<file path="config.mk">
export PLATFORM = sky130hd
export DESIGN_NAME = can_dma_top
export DESIGN_NICKNAME = d
export VERILOG_FILES = /design/src/can_dma_pkg.sv /design/src/can_desc_fetch.sv /design/src/can_dma_top.sv /design/src/can_launch.sv /design/src/can_reg_slave.sv
export VERILOG_INCLUDE_DIRS = /design/src
export SDC_FILE = /design/constraint.sdc
export NUM_CORES = 1
export LEC_CHECK = 0
export BUFFER_PORTS_ARGS = -buffer_cell sky130_fd_sc_hd__buf_2
export CORE_MARGIN = 4
export CORE_UTILIZATION = 44
export CTS_BUF_LIST = sky130_fd_sc_hd__clkbuf_8
export DETAILED_ROUTE_END_ITERATION = 10
export PLACE_DENSITY = 0.59
export SETUP_SLACK_MARGIN = 0.05
export SLEW_MARGIN = 0
export SYNTH_ARGS = -nofsm -noshare
export SYNTH_HDL_FRONTEND = slang
export SYNTH_HIERARCHICAL = 1
export SYNTH_SLANG_ARGS = --single-unit
export TNS_END_PERCENT = 30
</file>
<file path="constraint.sdc">
create_clock -name bs -period 20.5 [get_ports bs]
set_clock_uncertainty 0.15 [all_clocks]
set_input_delay 2.05 -clock bs [delete_from_list [all_inputs] [get_ports bs]]
set_output_delay 2.05 -clock bs [all_outputs]
set_load 0.005 [all_outputs]
</file>
<file path="src/can_dma_settings.svh">
`ifndef CAN_DMA_SETTINGS_SVH
`define CAN_DMA_SETTINGS_SVH

// host register map as 16-bit offsets
`define CAN_REG_DH      16'hFF00
`define CAN_REG_DL      16'hFF04
`define CAN_REG_CMD     16'hFF08
`define CAN_REG_ID      16'hFF0C
`define CAN_REG_LAUNCH  16'hFF10
`define CAN_REG_CHAIN   16'hFF14
`define CAN_REG_ACTIVE  16'hFF18

// descriptor layout in memory with one 32-bit word per slot
`define CAN_DESC_WORDS  7
`define CAN_WORD_BYTES  4
`define CAN_DESC_DH     3'd0
`define CAN_DESC_DL     3'd1
`define CAN_DESC_CMD    3'd2
`define CAN_DESC_ID     3'd3
`define CAN_DESC_CADDR  3'd4
`define CAN_DESC_CDATA  3'd5

// identifier sits in ID[31:3]
`define CAN_ID_W        29
`endif

</file>
<file path="src/can_dma_pkg.sv">
`default_nettype none

package can_dma_pkg;

`include "can_dma_settings.svh"

    // raw frame words as the host or a descriptor supplies them
    typedef struct packed {
        logic [31:0] dh;
        logic [31:0] dl;
        logic [31:0] cmd;
        logic [31:0] id;
    } frame_words_t;

    // decoded frame handed to the transmitter
    typedef struct packed {
        logic [63:0]          data;
        logic [`CAN_ID_W-1:0] id;
        logic [7:0]           quanta_div;
        logic [5:0]           prop_quanta;
        logic [5:0]           seg1_quanta;
        logic [3:0]           datalen;
        logic                 format;
        logic [1:0]           frame_type;
    } can_frame_t;

    // memory bus master request
    typedef struct packed {
        logic        busreq;
        logic        write;
        logic [31:0] addr;
        logic [31:0] wdata;
    } bus_req_t;

endpackage

`default_nettype wire

</file>
<file path="src/can_desc_fetch.sv">
`timescale 1ns/1ps
`default_nettype none

`include "can_dma_settings.svh"

module can_desc_fetch
    import can_dma_pkg::*;
(
    input  wire          bs,
    input  wire          rst_n,
    input  wire          chain_start,
    input  wire   [31:0] chain_base,
    input  wire          bus_grant,
    input  wire   [31:0] bus_rdata,
    input  wire          tx_active,
    output bus_req_t     bus_req,
    output frame_words_t desc_words,
    output logic         desc_launch,
    output logic         chain_active
);

    typedef enum logic [2:0] {
        ST_IDLE,
        ST_RD_REQ,
        ST_RD_DATA,
        ST_LAUNCH,
        ST_WAIT_HI,
        ST_WAIT_LO,
        ST_WR_REQ,
        ST_LINK
    } state_t;

    state_t      state;
    logic [2:0]  word_idx;
    logic [2:0]  next_idx;
    logic [31:0] base;
    logic [31:0] cpl_addr;
    logic [31:0] cpl_data;
    logic [31:0] link;

    assign next_idx = word_idx + 3'd1;

    // launch only into an idle transmitter
    assign desc_launch = (state == ST_LAUNCH) && !tx_active;

    always_ff @(posedge bs or negedge rst_n) begin
        if (!rst_n) begin
            state        <= ST_IDLE;
            word_idx     <= 3'd0;
            bus_req      <= '0;
            chain_active <= 1'b0;
        end else begin
            case (state)
                ST_IDLE: begin
                    if (chain_start) begin
                        chain_active <= 1'b1;
                        word_idx     <= 3'd0;
                        bus_req      <= '{busreq: 1'b1, write: 1'b0,
                                          addr: chain_base, wdata: 32'd0};
                        state        <= ST_RD_REQ;
                    end
                end
                ST_RD_REQ: begin
                    if (bus_grant) begin
                        bus_req.busreq <= 1'b0;
                        state          <= ST_RD_DATA;
                    end
                end
                // data word is sampled on this edge
                ST_RD_DATA: begin
                    if (word_idx == 3'(`CAN_DESC_WORDS - 1)) begin
                        state <= ST_LAUNCH;
                    end else begin
                        word_idx       <= next_idx;
                        bus_req.busreq <= 1'b1;
                        bus_req.addr   <= base + 32'(next_idx) * `CAN_WORD_BYTES;
                        state          <= ST_RD_REQ;
                    end
                end
                ST_LAUNCH: begin
                    if (!tx_active) begin
                        state <= ST_WAIT_HI;
                    end
                end
                ST_WAIT_HI: begin
                    if (tx_active) begin
                        state <= ST_WAIT_LO;
                    end
                end
                // post the completion word once the transmitter is done
                ST_WAIT_LO: begin
                    if (!tx_active) begin
                        bus_req <= '{busreq: 1'b1, write: 1'b1,
                                     addr: cpl_addr, wdata: cpl_data};
                        state   <= ST_WR_REQ;
                    end
                end
                ST_WR_REQ: begin
                    if (bus_grant) begin
                        bus_req.busreq <= 1'b0;
                        bus_req.write  <= 1'b0;
                        state          <= ST_LINK;
                    end
                end
                ST_LINK: begin
                    if (link == 32'd0) begin
                        chain_active <= 1'b0;
                        state        <= ST_IDLE;
                    end else begin
                        word_idx <= 3'd0;
                        bus_req  <= '{busreq: 1'b1, write: 1'b0, addr: link, wdata: 32'd0};
                        state    <= ST_RD_REQ;
                    end
                end
                default: state <= ST_IDLE;
            endcase
        end
    end

    // descriptor payload
    always_ff @(posedge bs) begin
        if (state == ST_IDLE && chain_start) begin
            base <= chain_base;
        end
        if (state == ST_LINK) begin
            base <= link;
        end
        if (state == ST_RD_DATA) begin
            case (word_idx)
                `CAN_DESC_DH:    desc_words.dh  <= bus_rdata;
                `CAN_DESC_DL:    desc_words.dl  <= bus_rdata;
                `CAN_DESC_CMD:   desc_words.cmd <= bus_rdata;
                `CAN_DESC_ID:    desc_words.id  <= bus_rdata;
                `CAN_DESC_CADDR: cpl_addr       <= bus_rdata;
                `CAN_DESC_CDATA: cpl_data       <= bus_rdata;
                default:         link           <= bus_rdata;
            endcase
        end
    end

    // request held unchanged until the grant edge
    a_req_hold: assert property (@(posedge bs) disable iff (!rst_n)
        bus_req.busreq && !bus_grant |=> $stable(bus_req))
        else $error("bus request changed before grant");

    // launcher must take the frame and go active next cycle
    a_launch_idle: assert property (@(posedge bs) disable iff (!rst_n)
        desc_launch |=> tx_active)
        else $error("descriptor launch not accepted");

endmodule

`default_nettype wire

</file>
<file path="src/can_dma_top.sv">
`timescale 1ns/1ps
`default_nettype none

module can_dma_top
    import can_dma_pkg::*;
(
    input  wire         bs,
    input  wire         rst_n,
    // host register port
    input  wire         reg_wr,
    input  wire         reg_rd,
    input  wire  [15:0] reg_addr,
    input  wire  [31:0] reg_wdata,
    output logic [31:0] reg_rdata,
    // memory bus master
    output bus_req_t    bus_req,
    input  wire         bus_grant,
    input  wire  [31:0] bus_rdata,
    // transmitter
    output logic        can_start,
    output can_frame_t  can_frame,
    input  wire         can_busy
);

    frame_words_t reg_words;
    frame_words_t desc_words;
    logic         reg_launch;
    logic         desc_launch;
    logic         chain_start;
    logic  [31:0] chain_base;
    logic         tx_active;
    logic         chain_active;

    can_reg_slave u_reg_slave (
        .bs           (bs),
        .rst_n        (rst_n),
        .reg_wr       (reg_wr),
        .reg_rd       (reg_rd),
        .reg_addr     (reg_addr),
        .reg_wdata    (reg_wdata),
        .tx_active    (tx_active),
        .chain_active (chain_active),
        .reg_rdata    (reg_rdata),
        .reg_words    (reg_words),
        .reg_launch   (reg_launch),
        .chain_start  (chain_start),
        .chain_base   (chain_base)
    );

    can_desc_fetch u_desc_fetch (
        .bs           (bs),
        .rst_n        (rst_n),
        .chain_start  (chain_start),
        .chain_base   (chain_base),
        .bus_grant    (bus_grant),
        .bus_rdata    (bus_rdata),
        .tx_active    (tx_active),
        .bus_req      (bus_req),
        .desc_words   (desc_words),
        .desc_launch  (desc_launch),
        .chain_active (chain_active)
    );

    can_launch u_launch (
        .bs          (bs),
        .rst_n       (rst_n),
        .reg_words   (reg_words),
        .reg_launch  (reg_launch),
        .desc_words  (desc_words),
        .desc_launch (desc_launch),
        .can_busy    (can_busy),
        .can_start   (can_start),
        .can_frame   (can_frame),
        .tx_active   (tx_active)
    );

endmodule

`default_nettype wire

</file>
<file path="src/can_launch.sv">
`timescale 1ns/1ps
`default_nettype none

`include "can_dma_settings.svh"

module can_launch
    import can_dma_pkg::*;
(
    input  wire          bs,
    input  wire          rst_n,
    input  wire          frame_words_t reg_words,
    input  wire          reg_launch,
    input  wire          frame_words_t desc_words,
    input  wire          desc_launch,
    input  wire          can_busy,
    output logic         can_start,
    output can_frame_t   can_frame,
    output logic         tx_active
);

    frame_words_t pend_words;
    frame_words_t launch_words;
    logic         pend_valid;
    logic         launch_now;
    logic         park_desc;

    function automatic can_frame_t decode(input frame_words_t w);
        can_frame_t f;
        f.data        = {w.dh, w.dl};
        f.id          = w.id[31 -: `CAN_ID_W];
        f.quanta_div  = w.cmd[31:24];
        f.prop_quanta = w.cmd[23:18];
        f.seg1_quanta = w.cmd[17:12];
        f.datalen     = w.cmd[11:8];
        f.format      = w.cmd[7];
        f.frame_type  = w.cmd[6:5];
        return f;
    endfunction

    // held descriptor first, then register, then descriptor
    always_comb begin
        launch_now   = 1'b0;
        launch_words = reg_words;
        if (!tx_active) begin
            if (pend_valid) begin
                launch_now   = 1'b1;
                launch_words = pend_words;
            end else if (reg_launch) begin
                launch_now   = 1'b1;
            end else if (desc_launch) begin
                launch_now   = 1'b1;
                launch_words = desc_words;
            end
        end
    end

    // descriptor loses a same-cycle race to the register path
    assign park_desc = !tx_active && !pend_valid && reg_launch && desc_launch;

    always_ff @(posedge bs or negedge rst_n) begin
        if (!rst_n) begin
            can_start  <= 1'b0;
            tx_active  <= 1'b0;
            pend_valid <= 1'b0;
        end else begin
            can_start <= launch_now;
            if (launch_now) begin
                tx_active <= 1'b1;
            end else if (tx_active && !can_start && !can_busy) begin
                tx_active <= 1'b0;
            end
            if (park_desc) begin
                pend_valid <= 1'b1;
            end else if (!tx_active && pend_valid) begin
                pend_valid <= 1'b0;
            end
        end
    end

    always_ff @(posedge bs) begin
        if (park_desc) begin
            pend_words <= desc_words;
        end
        if (launch_now) begin
            can_frame <= decode(launch_words);
        end
    end

    a_start_pulse: assert property (@(posedge bs) disable iff (!rst_n)
        can_start |=> !can_start)
        else $error("can_start held for two cycles");

endmodule

`default_nettype wire

</file>
<file path="src/can_reg_slave.sv">
`timescale 1ns/1ps
`default_nettype none

`include "can_dma_settings.svh"

module can_reg_slave
    import can_dma_pkg::*;
(
    input  wire          bs,
    input  wire          rst_n,
    input  wire          reg_wr,
    input  wire          reg_rd,
    input  wire   [15:0] reg_addr,
    input  wire   [31:0] reg_wdata,
    input  wire          tx_active,
    input  wire          chain_active,
    output logic  [31:0] reg_rdata,
    output frame_words_t reg_words,
    output logic         reg_launch,
    output logic         chain_start,
    output logic  [31:0] chain_base
);

    logic wr_launch;
    logic wr_chain;

    assign wr_launch = reg_wr && (reg_addr == `CAN_REG_LAUNCH);
    assign wr_chain  = reg_wr && (reg_addr == `CAN_REG_CHAIN);

    // frame words and chain base, written by offset
    always_ff @(posedge bs) begin
        if (reg_wr) begin
            case (reg_addr)
                `CAN_REG_DH:    reg_words.dh  <= reg_wdata;
                `CAN_REG_DL:    reg_words.dl  <= reg_wdata;
                `CAN_REG_CMD:   reg_words.cmd <= reg_wdata;
                `CAN_REG_ID:    reg_words.id  <= reg_wdata;
                `CAN_REG_CHAIN: chain_base    <= reg_wdata;
                default: ;
            endcase
        end
    end

    // strobes come one cycle after the write,
    // so chain_base already holds the new value
    always_ff @(posedge bs or negedge rst_n) begin
        if (!rst_n) begin
            reg_launch  <= 1'b0;
            chain_start <= 1'b0;
        end else begin
            reg_launch  <= wr_launch;
            chain_start <= wr_chain;
        end
    end

    // readback mux
    always_comb begin
        reg_rdata = 32'd0;
        if (reg_rd) begin
            case (reg_addr)
                `CAN_REG_DH:     reg_rdata = reg_words.dh;
                `CAN_REG_DL:     reg_rdata = reg_words.dl;
                `CAN_REG_CMD:    reg_rdata = reg_words.cmd;
                `CAN_REG_ID:     reg_rdata = reg_words.id;
                `CAN_REG_LAUNCH: reg_rdata = {31'd0, tx_active};
                `CAN_REG_CHAIN:  reg_rdata = chain_base;
                `CAN_REG_ACTIVE: reg_rdata = {31'd0, chain_active};
                default:         reg_rdata = 32'd0;
            endcase
        end
    end

    // host never issues a read and a write in the same cycle
    a_no_rd_wr: assert property (@(posedge bs) disable iff (!rst_n) !(reg_wr && reg_rd))
        else $error("reg_wr and reg_rd high together");

endmodule

`default_nettype wire

</file>
==> results_dict.tcl <==
set metrics [dict create \
    status "complete, no violations" \
    cts_root_buffer "clkbuf_8" \
    p_seq_frac 0.454 \
    drt-initial-drc-count 1761 \
    fp-row-count 94 \
    intPower_w 0.002852 \
    final_nets 2284 \
    setup-tns-final_ps 0 \
    clock-sinks 726 \
    cts-hold-fix-buffers 0 \
    grt_overflow 0 \
    slew_violations 0 \
    grt_max_degree 75 \
    drc 0 \
    setup_violations 0 \
    viasPerCell 6.122 \
    ios 305 \
    synth_fp_nets 1961 \
    maxSlewHeadroom 0.2504 \
    n_fill_cell 5589 \
    cts_tree "done" \
    dieArea_sq_um 71200 \
    portBuffers 304 \
    coreArea_sq_um 66100 \
    syn_inst 1865 \
    insertion_delay_ps 760 \
    grt_pass1_vias 19333 \
    die-width_um 266.8 \
    post_cts_resized 0 \
    setup_ws_ps 14040 \
    netSwitchingPower_w 0.001269 \
    power_per_cell_area_nw_per_um2 120.3 \
    area_growth_syn_to_layout_pct 16.22 \
    required_ps 18300 \
    initial_core_util 0.4460 \
    final_cell_mix "edfxtp_1, buf_2, o22ai_1, a21oi_1, clkbuf_8" \
    irDropWorstVdd_mv 0.07305 \
    p_clk_frac 0.320 \
    antenna_found_initial 5 \
    worst_setup_path_start_kind "primary input" \
    cts_buffer_depth 3 \
    endpoint_kind "output port" \
    cts.htree.levels 3 \
    cp_max_fo 40 \
    clkSlewWorstSetupHoldPaths_ps 60 \
    post-cts-setup-buffers 0 \
    p_comb_frac 0.226 \
    final_antenna_net_count 0 \
    die_h_um 266.8 \
    wl_um 90790 \
    place.gp.congestion 0.8731 \
    synthesis.area_sq_um 29480 \
    period_needed_ps 6462 \
    post-dp-hpwl_um 56190 \
    finalHoldViolCount 0 \
    rsz0062_at_grt "false" \
    reg2reg_setup_slack_ps 16060 \
    first_pass_iters 6 \
    timing.final.crit_share 0.3152 \
    final_common_cell "edfxtp_1" \
    dp_slack_ps 14100 \
    path_class "in2out" \
    worstPathArrival_ps 4260 \
    routedWlPerCell_um 28.70 \
    cts_buffers 118 \
    yosys_warnings 6 \
    avgSynthCellArea_sq_um 15.81 \
    p_leak_nw 12.10 \
    max_freq_mhz 154.8 \
    switching_share 0.3080 \
    dr_total_vias 19364 \
    track_usage 0.2478 \
    maxCapViolations 0 \
    hold_class "reg2reg" \
    grt_pass1_wl_um 130700 \
    layout-drive-gt1-share 0.3041 \
    tightestPinTransition_ps 1124 \
]
==> state kept, by name (all words and copies together), names as in the netlist, 66 cells and up <==
register	flops
u_desc_fetch/desc_words	120
u_launch/can_frame	120
u_desc_fetch/bus_req	66
u_launch/pend_words	120
u_reg_slave/reg_words	128
==> routing by layer <==
| layer | GRT usage | up-vias | routed length, um | share of wire |
|---|---|---|---|---|
| met4 | 0.1038 | 0 | 3889 | 0.043 |
| li1 | - | 8280 | - | - |
| met1 | 0.3263 | 9852 | 36230 | 0.40 |
| met3 | 0.04655 | 188 | 7254 | 0.080 |
| met5 | 0 | - | 0 | 0 |
| met2 | 0.4071 | 1044 | 43420 | 0.48 |
==> final timing paths <==
kind | from | cells after the start | to
min | u_desc_fetch/cpl_data[7]$_DFFE_PP_ | 1 | u_desc_fetch/bus_req[7]$_DFFE_PN0P_
min reg2reg | u_desc_fetch/cpl_data[7]$_DFFE_PP_ | 1 | u_desc_fetch/bus_req[7]$_DFFE_PN0P_
min in group asynchronous | rst_n | 1 | u_desc_fetch/bus_req[20]$_DFFE_PN0P_
max | reg_addr[3] | 7 | reg_rdata[13]
max in group asynchronous | rst_n | 2 | u_desc_fetch/bus_req[40]$_DFFE_PN0P_
max reg2reg | u_desc_fetch/state[0]$_DFFE_PN0P_ | 6 | u_launch/can_frame[36]$_DFFE_PP_
==> worst max-delay path, stage by stage <==
cell    delay, ps
buf_4         300
and3_1        300
nor4_1        330
and3_1        280
buf_4         500
a22o_2        320
buf_2         140
==> power by group through the flow <==
stage / registers, W / logic, W / clock network [W]
detailed placement: 0.00190 / 0.000922 / 0
finish: 0.00187 / 0.000930 / 0.00132
global route: 0.00188 / 0.00100 / 0.00142
global placement: 0.00190 / 0.000909 / 0
floorplan: 0.00189 / 0.000579 / 0
CTS: 0.00187 / 0.000926 / 0.00135
==> stage by stage <==
stage	hold slack, ps	utilization	area (sq um)	cells	total power [W]
3_5_place_dp	284.8	0.4800	31730	2932	0.002822
6_report	279.7	0.5183	34260	3163	0.004121
2_1_floorplan	277.3	-	29480	1865	0.002469
4_1_cts	299.3	0.5181	34240	3156	0.004145
3_3_place_gp	281.5	0.4800	31730	2932	0.002806
5_1_grt	317.2	0.5181	34240	3156	0.004303
==> area by class of cell <==
cell class	count	area (sq um)	area share
sequential	726	21410	0.6249
multi-input combinational	986	7362	0.2149
clock buffer	134	1844	0.05383
timing repair buffer	344	1827	0.05332
tap	864	1081	0.03155
clock inverter	90	671.9	0.01961
inverter	12	47.55	0.001388
antenna	7	17.52	0.0005113
No activity file was read; power rests on OpenSTA's default activity.
